==> src/ahb_sram_pkg.sv <==
/*
 * AHB-Lite SRAM slave shared definitions
 * Bus widths, HTRANS and HSIZE codes, and the data word union
 * that views one bus word either whole or as byte lanes
 */

`default_nettype none

package ahb_sram_pkg;

  ////////////////////////////////////////////////////////////
  // Bus widths
  ////////////////////////////////////////////////////////////

  localparam int HADDR_W  = 32;
  localparam int HDATA_W  = 32;
  localparam int HSIZE_W  = 3;
  localparam int HTRANS_W = 2;

  // Byte lanes in one data word
  localparam int HLANES = HDATA_W / 8;

  // Transfer types, only bit 1 matters to this slave
  localparam logic [HTRANS_W-1:0] HTRANS_IDLE   = 2'b00;
  localparam logic [HTRANS_W-1:0] HTRANS_BUSY   = 2'b01;
  localparam logic [HTRANS_W-1:0] HTRANS_NONSEQ = 2'b10;
  localparam logic [HTRANS_W-1:0] HTRANS_SEQ    = 2'b11;

  // Transfer sizes up to one word
  localparam logic [HSIZE_W-1:0] HSIZE_BYTE = 3'b000;
  localparam logic [HSIZE_W-1:0] HSIZE_HALF = 3'b001;
  localparam logic [HSIZE_W-1:0] HSIZE_WORD = 3'b010;

  // Whole word, or lane 0 = byte at offset 0 (little endian)
  typedef union packed {
    logic [HDATA_W-1:0]     word;
    logic [HLANES-1:0][7:0] lanes;
  } hdata_u;

endpackage

`default_nettype wire

==> src/ahb_resp_gen.sv <==
/*
 * AHB-Lite response generator
 * Drives HREADYOUT, HRESP and HRDATA, with the two cycle ERROR
 */

`timescale 1ns/1ps
`default_nettype none

module ahb_resp_gen (
  input  wire                         clk_ahb,
  input  wire                         sysrst_n,
  input  wire                         acc_done_i,
  input  wire                         acc_err_i,
  input  wire ahb_sram_pkg::hdata_u   acc_rdata_i,
  output logic                        hreadyout_o,
  output logic                        hresp_o,
  output ahb_sram_pkg::hdata_u        hrdata_o
);
  import ahb_sram_pkg::*;

  // Response phases
  localparam logic [1:0] ST_WAIT = 2'd0;
  localparam logic [1:0] ST_ERR1 = 2'd1;
  localparam logic [1:0] ST_ERR2 = 2'd2;

  logic [1:0] state_q;
  logic [1:0] state_cur;
  logic       waited_q;
  hdata_u     rdata_q;

  ////////////////////////////////////////////////////////////
  // Response FSM
  ////////////////////////////////////////////////////////////

  // state_q is the phase of the previous cycle
  always_comb begin
    if (state_q == ST_ERR1) begin
      state_cur = ST_ERR2;
    end else if (acc_done_i && acc_err_i) begin
      state_cur = ST_ERR1;
    end else begin
      state_cur = ST_WAIT;
    end
  end

  always_comb begin
    case (state_cur)
      ST_ERR1: begin
        hreadyout_o = 1'b0;
        hresp_o     = 1'b1;
      end
      ST_ERR2: begin
        hreadyout_o = 1'b1;
        hresp_o     = 1'b1;
      end
      default: begin
        hreadyout_o = acc_done_i;
        hresp_o     = 1'b0;
      end
    endcase
  end

  always_ff @(posedge clk_ahb or negedge sysrst_n) begin
    if (!sysrst_n) begin
      state_q  <= ST_WAIT;
      waited_q <= 1'b0;
    end else begin
      state_q  <= state_cur;
      waited_q <= (state_cur == ST_WAIT) && !acc_done_i;
    end
  end

  // Read word sampled during wait cycles
  always_ff @(posedge clk_ahb) begin
    if ((state_cur == ST_WAIT) && !acc_done_i) begin
      rdata_q <= acc_rdata_i;
    end
  end

  // Zero wait reads take the word straight from the array
  assign hrdata_o = waited_q ? rdata_q : acc_rdata_i;

  // OKAY-ready with HRESP high only as second ERROR cycle
  a_err_two_cycle: assert property (@(posedge clk_ahb) disable iff (!sysrst_n)
    (hresp_o && hreadyout_o) |-> $past(hresp_o && !hreadyout_o));

endmodule

`default_nettype wire

==> config.mk <==
export PLATFORM = sky130hd
export DESIGN_NAME = ahb_resp_gen
export DESIGN_NICKNAME = d
export VERILOG_FILES = /design/src/ahb_sram_pkg.sv /design/src/ahb_resp_gen.sv
export SDC_FILE = /design/constraint.sdc
export NUM_CORES = 1
export LEC_CHECK = 0
export ABC_AREA = 1
export BUFFER_PORTS_ARGS = -buffer_cell sky130_fd_sc_hd__buf_2
export CORE_UTILIZATION = 45
export CTS_BUF_LIST = sky130_fd_sc_hd__clkbuf_8
export CTS_CLUSTER_DIAMETER = 80
export DETAILED_ROUTE_END_ITERATION = 16
export PLACE_DENSITY = 0.78
export REMOVE_ABC_BUFFERS = 1
export SLEW_MARGIN = 5
export SYNTH_ARGS = -nofsm -noshare
export SYNTH_HDL_FRONTEND = slang
export SYNTH_SLANG_ARGS = --single-unit
==> constraint.sdc <==
create_clock -name clk_ahb -period 3.4 [get_ports clk_ahb]
set_input_delay 0.17 -clock clk_ahb [delete_from_list [all_inputs] [get_ports clk_ahb]]
set_output_delay 0.17 -clock clk_ahb [all_outputs]
set_load 0.05 [all_outputs]
# [Yosys cells after proc, flatten, opt, wreduce, memory -nomap -nowiden]
# Index checks and enable logic that the tools add are counted.
[totals] reg_bits=35 inputBits=36 out_inout_bits=34 elab_cells=16
[classes] eq_ne=3 muxes=5 reduce_logical=5
[op_table] operator="$mux 32" count=1
[op_table] operator="$eq 2x1->1 const B" count=2
[op_table] operator="$eq 2x2->1 const B" count=1
[op_table] operator="$logic_and 1x1->1" count=2
[op_table] operator="$logic_not 2->1" count=1
[op_table] operator="$mux 1" count=2
[op_table] operator="$mux 2" count=1
[op_table] operator="$pmux 1 s2" count=1
[op_table] operator="$reduce_or 2->1" count=1
[op_table] operator="$logic_not 1->1" count=1

# [Depth between registers and ports, before layout]
[logic_depth] word_depth=6 ltp_mapped=4 depth_no_buf=3

# [Least setup slack after synthesis]
# OpenSTA, ideal clock, no wires.
[synth_path] kind="register to register" start="reg state_q[0]" end="reg rdata_q[0] in the netlist's numbering, enable pin" setup_time_ns=0.434 t_arrival_ns=2.019 required_ns=2.966 slack_ns=0.948 path_stages_with_launch=2 n_path_buf=0 synth_period_minus_slack_ns=2.452 cell_sequence="dfrtp_1 a21oi_1"
[synth_via] elab_chain_len=4
[synth_rtl] element="start: declaration" line="ahb_resp_gen.sv:26" source="logic [1:0] state_q;"
[synth_rtl] element="start signal: assignment" line="ahb_resp_gen.sv:68" source="state_q <= state_cur;"
[synth_rtl] element="$eq 2x1->1" line="ahb_resp_gen.sv:37" source="if (state_q == ST_ERR1) begin"
[synth_rtl] element="$mux 2" line="ahb_resp_gen.sv:37"
[synth_rtl] element="$logic_not 2->1" line="ahb_resp_gen.sv:75" source="if ((state_cur == ST_WAIT) && !acc_done_i) begin"
[synth_rtl] element="$logic_and 1x1->1" line="ahb_resp_gen.sv:75"
[synth_rtl] element="end signal: assignment" line="ahb_resp_gen.sv:76" source="rdata_q <= acc_rdata_i;"
[synth_rtl] element="end: declaration" line="ahb_resp_gen.sv:29" source="hdata_u rdata_q;"
# Every way passes these cells.
# A chain may end at the register's enable or synchronous reset.

==> impl_metrics.json <==
{
  "antenna_cells": 0,
  "synthMuxAreaShare_pct": 0,
  "switching_share_pct": 33.4,
  "yosysTopAreaCellShare_pct": 56.9,
  "skew_ps": 5.79,
  "clkLatencyLatePin_ps": 280,
  "synth-xor-area-share_pct": 0,
  "synth_seq_cells": 35,
  "gp_congestion": 0.695,
  "vias": 1202,
  "grt_first_pass_wirelength_mm": 4.48,
  "async_flop_share_pct": 8.57,
  "synth_common_cells": "inv_1, nand2_1, edfxtp_1",
  "cts_tree": "done",
  "rows": 21,
  "track_usage_pct": 14.8,
  "initial_core_util_pct": 48.7,
  "gr-total-overflow": 0,
  "path_max_fanout": 29,
  "cts.repair.resized": 0,
  "leakage_nw": 1.04,
  "area_growth_pct": 25.0,
  "seqPwrFrac_pct": 48.6,
  "crit_path_start_kind": "flip-flop",
  "clock-sinks": 35,
  "antenna_found_initial": 0,
  "synth_largest_area_cell": "edfxtp_1",
  "clk_pin_slew_ps": 70,
  "synthSimpleGateAreaFrac_pct": 8.52,
  "hpwl_mm": 2.02,
  "first_iter_violations": 38,
  "hold_viol": 0,
  "timing.fmax_mhz": 494,
  "comb_power_share_pct": 26.3,
  "critPathArrivalTime_ps": 1850,
  "hold_depth": 1,
  "powerDensity_nw_per_um2": 504,
  "p_clk_share_pct": 25.1,
  "synth_top_cells_by_area": "edfxtp_1, o21ai_2, inv_1, nand2_1, dfrtp_1",
  "nets": 256,
  "ioPinCount": 70,
  "finalPower_mw": 1.06,
  "cts-root-buf": "clkbuf_8",
  "critPathSlowestCell": "dfrtp_2",
  "synthesis.instances": 148,
  "cts_buffers": 5,
  "synth_edf_count": 32,
  "synthAdderAreaFrac_pct": 0,
  "crit_type": "reg2out",
  "drt-total-wl_mm": 2.76,
  "yosys_most_used_dff": "edfxtp_1",
  "fin_util_pct": 60.9,
  "status": "complete, no violations",
  "die_w_um": 63.3,
  "maxSlewViolCount": 0,
  "period_needed_ps": 2020,
  "clock_path_buffers": 2,
  "end_kind": "output port",
  "worst_slew_pin_slew_ps": 1020,
  "setup_violations": 0,
  "antenna_left": 0,
  "drive_gt1_share_pct": 49.3,
  "yosys_warnings": 0,
  "grt_max_degree": 34,
  "rsz0062_at_grt": "no",
  "max_stage_delay_ps": 730,
  "hp-class": "in2reg",
  "maxSlewHeadroom_pct": 32.1,
  "tns_ps": 0,
  "cts-htree-levels": 2,
  "critPathRequiredTime_ps": 3230,
  "grt_pass1_vias": 1077,
  "syn_avg_cell_area_um2": 11.4,
  "die-area_um2": 4000,
  "io_buffers": 69,
  "route.detailed.drc": 0,
  "cp_cell_sequence": "buf_4, nand2_1, o21ai_2, buf_2",
  "finalCritPeriodShare_pct": 59.5,
  "max_cap_violations": 0,
  "post_drt_via_cell_ratio": 4.50,
  "die_h_um": 63.3,
  "wire_per_inst_um": 10.3,
  "p_int_uw": 708,
  "synth_top_family_by_area": "compound AO/OA/AOI/OAI gates",
  "synth_compound_area_share_pct": 16.5,
  "core_um2": 3470,
  "yosysSeqAreaShare_pct": 61.3,
  "switchingPower_uw": 356,
  "reg2regPathDepth": 1,
  "synthesis.area_um2": 1690,
  "dr.pass1.iters": 4,
  "vdd_drop_max_mv": 0.275,
  "synthDistinctLibCells": 11
}
==> metal layers <==
layer  share of wire [%]  global-route usage, %  vias to the layer above
li1                    -                      -                      621
met3                 7.4                   4.17                        3
met2                  48                   24.2                       55
met4                0.91                   7.67                        0
met5                   0                      0                        -
met1                  43                   17.7                      523
==> area by class of cell <==
class / count / area (µm²)
Timing Repair Buffer: 72 / 370
Sequential cell: 35 / 1040
Clock buffer: 5 / 68.8
Multi-Input combinational cell: 71 / 434
Inverter: 35 / 131
Clock inverter: 3 / 11.3
Tap cell: 46 / 57.6
Fill cell: 318 / 1360
==> registers in the layout, indices dropped and copies added (netlist names) <==
signal,flops
state_q,2
waited_q,1
rdata_q,32
==> power groups by stage <==
stage / combinational [mW] / clock (mW) / sequential (mW)
after global routing: 0.296 / 0.292 / 0.520
after floorplan: 0.201 / 0 / 0.532
final: 0.280 / 0.267 / 0.517
after global placement: 0.279 / 0 / 0.525
after CTS: 0.283 / 0.276 / 0.517
after detailed placement: 0.282 / 0 / 0.526
==> critical path, delay by kind of cell (launching register included) <==
family	cells	cell delay, ps
buffers and inverters	2	660
and+or+nand+nor	1	120
DFF	1	730
AOI/OAI and AO/OA	1	70
==> path summary, 6_finish.rpt <==
check,from,to,slack [ps]
hold / removal,acc_rdata_i[2],rdata_q[2],80
min in group asynchronous,sysrst_n,state_q[1],210
max in group asynchronous,sysrst_n,waited_q,3070
hold reg to reg,state_q[0],state_q[0],550
setup / recovery,waited_q,hrdata_o[28],1380
setup reg to reg,state_q[0],rdata_q[21],1770
==> kinds of logic after synthesis <==
kind of cell           count (synthesis)
DFF                                   35
AOI/OAI and AO/OA                     34
buffers and inverters                 42
and+or+nand+nor                       37
==> per-stage QoR <==
step | setup slack (ps) | hold WS (ps) | instances | area [µm²]
2_1_floorplan | 478 | -126 | 141 | 1590
3_3_place_gp | 1690 | -30.2 | 258 | 2020
3_5_place_dp | 1650 | -29.3 | 258 | 2020
4_1_cts | 1350 | 70.8 | 267 | 2110
5_1_grt | 1250 | 70.1 | 267 | 2110
6_report | 1380 | 78.3 | 267 | 2110
==> cell usage in the layout, fill, tap and decap left out <==
| cell | netlist | final |
|---|---|---|
| buf_4 | 0 | 2 |
| buf_2 | 0 | 69 |
| o21ai_2 | 29 | 29 |
| nand2_2 | 2 | 2 |
| clkinv_1 | 0 | 2 |
| edfxtp_1 | 32 | 32 |
| o21ai_0 | 3 | 3 |
| dlygate4sd3_1 | 0 | 1 |
| dfrtp_1 | 3 | 2 |
| dfrtp_2 | 0 | 1 |
| inv_1 | 35 | 36 |
| nand2_1 | 35 | 35 |
| a21oi_1 | 2 | 1 |
| clkbuf_8 | 0 | 5 |
| a21oi_4 | 0 | 1 |
==> repair_timing <==
action	in CTS	in global routing
hold buffers	1	0
setup buffers	0	0
endpoints found under the hold margin	3	0
endpoints found under the setup margin	0	0
No activity file was read; power rests on OpenSTA's default activity.
