## config.mk

```make
export PLATFORM = sky130hd
export DESIGN_NAME = ahb_addr_capture
export DESIGN_NICKNAME = d
export VERILOG_FILES = /design/src/ahb_sram_pkg.sv /design/src/ahb_addr_capture.sv
export SDC_FILE = /design/constraint.sdc
export NUM_CORES = 1
export LEC_CHECK = 0
export BUFFER_PORTS_ARGS = -buffer_cell sky130_fd_sc_hd__buf_2
export CAP_MARGIN = 20
export CORE_UTILIZATION = 36
export DETAILED_ROUTE_END_ITERATION = 8
export GPL_TIMING_DRIVEN = 0
export PLACE_DENSITY = 0.81
export SLEW_MARGIN = 0
export SYNTH_ARGS = -nofsm -noshare
export SYNTH_HDL_FRONTEND = slang
export SYNTH_SLANG_ARGS = --single-unit
```

## constraint.sdc

```tcl
create_clock -name clk_ahb -period 1.85 [get_ports clk_ahb]
set_input_delay 0.0925 -clock clk_ahb [delete_from_list [all_inputs] [get_ports clk_ahb]]
set_output_delay 0.0925 -clock clk_ahb [all_outputs]
set_load 0.02 [all_outputs]
```

## src/ahb_sram_pkg.sv

```systemverilog
/*
 * AHB-Lite SRAM slave shared definitions
 * Bus widths, HTRANS and HSIZE codes, and the data word union
 * that views one bus word either whole or as byte lanes
 */

`default_nettype none

package ahb_sram_pkg;

  ////////////////////////////////////////////////////////////
  // Bus widths
  ////////////////////////////////////////////////////////////

  localparam int HADDR_W  = 32;
  localparam int HDATA_W  = 32;
  localparam int HSIZE_W  = 3;
  localparam int HTRANS_W = 2;

  // Byte lanes in one data word
  localparam int HLANES = HDATA_W / 8;

  // Transfer types, only bit 1 matters to this slave
  localparam logic [HTRANS_W-1:0] HTRANS_IDLE   = 2'b00;
  localparam logic [HTRANS_W-1:0] HTRANS_BUSY   = 2'b01;
  localparam logic [HTRANS_W-1:0] HTRANS_NONSEQ = 2'b10;
  localparam logic [HTRANS_W-1:0] HTRANS_SEQ    = 2'b11;

  // Transfer sizes up to one word
  localparam logic [HSIZE_W-1:0] HSIZE_BYTE = 3'b000;
  localparam logic [HSIZE_W-1:0] HSIZE_HALF = 3'b001;
  localparam logic [HSIZE_W-1:0] HSIZE_WORD = 3'b010;

  // Whole word, or lane 0 = byte at offset 0 (little endian)
  typedef union packed {
    logic [HDATA_W-1:0]     word;
    logic [HLANES-1:0][7:0] lanes;
  } hdata_u;

endpackage

`default_nettype wire

```

## src/ahb_addr_capture.sv

```systemverilog
/*
 * AHB-Lite address phase capture
 * Detects accepted transfers, classifies range, size and alignment
 * faults once, and holds the request for the whole data phase
 */

`timescale 1ns/1ps
`default_nettype none

module ahb_addr_capture #(
  parameter  int DEPTH = 256,
  localparam int IDX_W = (DEPTH > 1) ? $clog2(DEPTH) : 1
) (
  input  wire                                clk_ahb,
  input  wire                                sysrst_n,
  input  wire                                hsel_i,
  input  wire                                hready_i,
  input  wire [ahb_sram_pkg::HTRANS_W-1:0]   htrans_i,
  input  wire [ahb_sram_pkg::HADDR_W-1:0]    haddr_i,
  input  wire                                hwrite_i,
  input  wire [ahb_sram_pkg::HSIZE_W-1:0]    hsize_i,
  input  wire                                resp_ready_i,
  output logic                               req_valid_o,
  output logic                               req_write_o,
  output logic [IDX_W-1:0]                   req_index_o,
  output logic [1:0]                         req_offset_o,
  output logic [ahb_sram_pkg::HSIZE_W-1:0]   req_size_o,
  output logic                               req_err_o
);
  import ahb_sram_pkg::*;

  logic accept;
  logic range_err;
  logic size_err;
  logic align_err;

  ////////////////////////////////////////////////////////////
  // Address phase decode
  ////////////////////////////////////////////////////////////

  // NONSEQ or SEQ, SEQ gets no burst treatment
  assign accept = hsel_i && hready_i && htrans_i[1];

  // Word address past the array end
  assign range_err = {2'b00, haddr_i[HADDR_W-1:2]} >= HADDR_W'(DEPTH);

  // Doubleword and wider are not supported
  assign size_err = hsize_i > HSIZE_WORD;

  // Halfword on odd byte, word off a word boundary
  assign align_err = ((hsize_i == HSIZE_HALF) && haddr_i[0]) ||
                     ((hsize_i == HSIZE_WORD) && (haddr_i[1:0] != 2'b00));

  ////////////////////////////////////////////////////////////
  // Request registers
  ////////////////////////////////////////////////////////////

  // Held until the edge that ends the data phase
  always_ff @(posedge clk_ahb or negedge sysrst_n) begin
    if (!sysrst_n) begin
      req_valid_o <= 1'b0;
    end else if (accept) begin
      req_valid_o <= 1'b1;
    end else if (resp_ready_i) begin
      req_valid_o <= 1'b0;
    end
  end

  // Request payload, only meaningful while req_valid_o
  always_ff @(posedge clk_ahb) begin
    if (accept) begin
      req_write_o  <= hwrite_i;
      req_index_o  <= haddr_i[IDX_W+1:2];
      req_offset_o <= haddr_i[1:0];
      req_size_o   <= hsize_i;
      req_err_o    <= range_err || size_err || align_err;
    end
  end

  // Master must drive a clean address phase when selected
  a_addr_known: assert property (@(posedge clk_ahb) disable iff (!sysrst_n)
    accept |-> !$isunknown({hsize_i, haddr_i}));

endmodule

`default_nettype wire

```

; After elaboration in Yosys (flattened, before gate mapping)
; Index checks and enable logic that the tools add are counted.
[word_totals]
input_bits = 43
elab_cells = 21
reg_bits = 16
output_inout_bits = 16
[classes]
n_reduce_logical = 9
eq_ne = 2
magnitude_cmp = 2
n_mux = 2
[op_table]
columns = cell, count
row1 = "greater-or-equal comparator 30 x 9 -> 1 bit, second input constant", 1
row2 = logical AND 1 bit, 4
row3 = nonzero test 2 bit, 2
row4 = "== test 3 x 1 -> 1 bit, second input constant", 1
row5 = "== test 3 x 2 -> 1 bit, second input constant", 1
row6 = "> comparator 3 x 2 -> 1 bit, second input constant", 1
row7 = logical OR 1 bit, 3
row8 = 2-to-1 mux 1 bit, 2

; Longest topological paths before layout
[depth]
depth_word = 4
ltp_mapped = 3
mapped_depth_nobuf = 3

; Worst setup path after synthesis
; OpenSTA, ideal clock, no wires.
[synth_path]
kind = input to register
start = in haddr_i[13] (netlist bit)
end = reg req_err_o, data pin
setup_ns = 0.265
required_time_ns = 1.585
path_stages = 3
t_arrival_ns = 0.783
path_buffers = 0
slack_ns = 0.802
cell_sequence = nor4_2 > nand4_1 > or3_1
[synth_between]
elab_chain_cells = 3
[synth_rtl]
columns = item, line
row1 = start: declaration, ahb_addr_capture.sv:19  ; input wire [ahb_sram_pkg::HADDR_W-1:0] haddr_i,
row2 = greater-or-equal comparator 30 x 9 -> 1 bit, ahb_addr_capture.sv:45  ; assign range_err = {2'b00, haddr_i[HADDR_W-1:2]} >= HADDR_W'(DEPTH);
row3 = logical OR 1 bit (2 in a row), ahb_addr_capture.sv:76  ; req_err_o <= range_err || size_err || align_err;
row4 = end signal: assignment, ahb_addr_capture.sv:76
row5 = end: declaration, ahb_addr_capture.sv:28  ; output logic req_err_o
; No other way between the ends.
; A chain may end at the register's enable or synchronous reset.

; Worst setup path after layout
[layout_path]
start = in hsize_i[2] (netlist bit)
end = reg req_err_o, data pin
[layout_between]
elab_chain_cells = 4
elab_cells_between_ends = 8
classes_between = order compare: 1 / eq/ne: 2 / reduce/logical: 5
[layout_rtl]
columns = item, line
row1 = start: declaration, ahb_addr_capture.sv:21  ; input wire [ahb_sram_pkg::HSIZE_W-1:0] hsize_i,
row2 = "parallel branches: the longest is 3 deep, another holds > comparator 3 x 2 -> 1 bit", --
row3 = logical OR 1 bit *, ahb_addr_capture.sv:76
; Mark *: on every way between the ends.

==> qor.csv <==
stage,metric,value,unit
clock_network,"Clk Latency, worst-skew pair",0.26,ns
synth,Most used DFF post-synth,edfxtp_1,
final_layout,# diodes,0,
synth,"EDFF count, synth",15,
routing,DRC Markers,0,
synth,top-count cell post-synth,edfxtp_1,
floorplan,Die ar.,1770,um^2
routing,Via Count,575,
setup_path,crit path max fanout,2,
timing,Slew HR,56.0,%
timing,TNS Setup,0,ns
synth,Synth Warn #,0,
setup_path,CP max-delay cell,dlygate4sd3_1,
setup_path,crit path cell chain,dlygate4sd3_1 -> buf_2 -> nor4_1 -> nand3_1 -> or3_1,
floorplan,Die Ht,42.1,um
timing,unrepaired setup endpoints after global routing,false,
synth,Synth Net Count,73,
setup_path,Critical Path AT,1.33,ns
clock_network,post-CTS sizing,0,
synth,Post-Synthesis Cells,30,
placed_design,placed inst area,883,um^2
pwr,total power after layout,0.714,mW
timing,"Setup violations, final",0,
clock_network,CTS Buf Count,3,
clock_network,CTS tree,built,
placed_design,port buffer count,57,
timing,fin crit share,71.0,%
clock_network,clock sink count,16,
synth,mapped cell area,578,um^2
setup_path,Critical Path Sink Type,flip-flop,
placed_design,dpl cells,103,
pwr,leak pwr,0.474,nW
final_layout,Fill cells,118,
setup_path,Startpoint Class,input pin,
timing,Final Skew,0,ns
pwr,Worst VDD drop,0.366,mV
worst_hold_path,Hold Path Class,input pin to flip-flop,
final_layout,fraction of layout cells with a size suffix above 1,61.2,%
synth,share of synthesized registers carrying an async set or reset,6.25,%
floorplan,area of the core,1510,um^2
synth,Synth top cells by count,"edfxtp_1 (15), nor4_2 (3), nor4_1 (2)",
global_routing,total global routing track utilization,18.9,%
routing,detailed-route vias per instance,4.83,
synth,cell accounting for the most synthesized area,edfxtp_1,
global_routing,largest net degree at the start of global routing,17,
setup_path,"slowest stage delay, CP",0.53,ns
timing,Final min period,1.31,ns
pwr,P per Cell Area,693,nW/um^2
global_routing,GR Overflow Total,0,
final_layout,Non-Filler Instances,119,
floorplan,initial core utilization,38.4,%
timing,WHS,0.0225,ns
clock_network,clock tree buffer depth,2,
status,outcome,"finished, final reports clean",
final_layout,Area growth syn-to-layout,78.1,%
floorplan,number of cell rows,14,
clock_network,clock root cell,clkbuf_4,
setup_path,CP Class,input pin to flip-flop,
synth,post-synthesis register bit count,16,
routing,DRT Wirelength,1.47,mm
synth,"Seq/Total Area, Yosys",82.3,%
timing,Worst Tran Pin Value,0.660,ns
clock_network,H-Tree Depth,1,
routing,antenna-violating nets left,0,
timing,Hold Fails Final Rpt,0,
final_layout,area occupied by multi-input gates,98.8,um^2
global_routing,vias in the first global route,565,
global_routing,first-pass GRT wire length,2.42,mm
clock_network,Worst-path clk slew,0.09,ns
routing,1st-iter DRT viols,3,
final_layout,Total Nets Final,147,
floorplan,die width,42.1,um
floorplan,total I/O pin count,59,
synth,Synth cell types,13,
routing,wire per inst,12.3,um
placed_design,GPL Wtd Cong,0.759,
timing,Max Slew Vio Count,0,
final_layout,Reg area,475,um^2
synth,Post-Syn Area per Cell,19.3,um^2
setup_path,Worst EP required,1.87,ns
timing,FMAX,0.762,GHz
run,Max-Cap Viols,0,
global_routing,initial antenna violation count,0,
synth,top-area cell type share of the netlist area,77.9,%
clock_network,post-CTS setup repair buffer count,0,
final_layout,Final Cell Area,1030,um^2
routing,drt pass-1 iters,4,
synth,largest cells by area after synthesis,"edfxtp_1 (78%), nor4_2 (6.5%), dfrtp_1 (4.3%)",
placed cells by master (no fill, tap or decap):
master          n
buf_2          57
edfxtp_1       15
dlygate4sd3_1  12
nor4_2          3
clkbuf_4        3
nor4_1          2
and3_1          1
nand2_1         1
nand4_1         1
o31a_1          1
nor3_1          1
nand3_1         1
or3_1           1
inv_1           1
a21o_1          1
clkbuf_1        1
dfrtp_1         1
sequential cells by signal, indices dropped and copies added (netlist names):
register / flops
req_write_o: 1
req_offset_o: 2
req_valid_o: 1
req_err_o: 1
req_index_o: 8
req_size_o: 3
cells by family after synthesis:
family          after synthesis  share of synthesized area [%]
buf+inv                       1                          0.649
flops                        16                           82.3
simple gates                 11                           14.3
compound gates                2                           2.81
metal layers:
layer / share of wire (%) / vias up / global-route usage (%) / wire length [um]
met5: 0 / - / 0 / 0
met4: 0.88 / 0 / 7.50 / 13
met3: 17 / 2 / 8.19 / 248
met2: 46 / 59 / 30.6 / 671
met1: 36 / 245 / 22.1 / 536
li1: - / 269 / - / -
path summary, 6_finish.rpt:
check,from,end,slack [ns],cells after the start
worst max-delay path,hsize_i[2],req_err_o,0.54,5
worst min-delay path,hsize_i[0],req_size_o[0],0.02,1
worst max register to register,req_valid_o,req_valid_o,1.20,1
worst min register to register,req_valid_o,req_valid_o,0.48,1
max in group asynchronous,sysrst_n,req_valid_o,1.64,2
min in group asynchronous,sysrst_n,req_valid_o,0.12,2
per-stage QoR:
| step | utilization [%] | setup slack [ns] |
|---|---|---|
| 3_3_place_gp | 58.6 | 0.630 |
| 4_1_cts | 68.4 | 0.559 |
| 6_report | 68.4 | 0.537 |
| 5_1_grt | 68.4 | 0.391 |
| 2_1_floorplan | - | 0.802 |
| 3_5_place_dp | 58.6 | 0.606 |
repair_timing:
| item | in CTS | in global routing |
|---|---|---|
| setup endpoints to repair | 0 | 0 |
| hold buffers | 12 | 0 |
| hold endpoints to repair | 12 | 0 |
report_power, final:
group	internal (mW)	total [mW]	switching (mW)
Clock	0.0833	0.177	0.0938
Combinational	0.0628	0.118	0.0551
Sequential	0.414	0.419	0.00416
Total	0.561	0.714	0.153
critical path, delay by kind of cell:
family        cells  cell delay [ns]
simple gates      3             0.58
buf+inv           2             0.66
final cells by class:
class,count,area share (%)
inverter,1,0.365
sequential,16,46.2
multi-input combinational,13,9.60
clock buffer,4,2.55
tap,16,1.94
timing repair buffer,69,39.4
No activity file was read; power rests on OpenSTA's default activity.
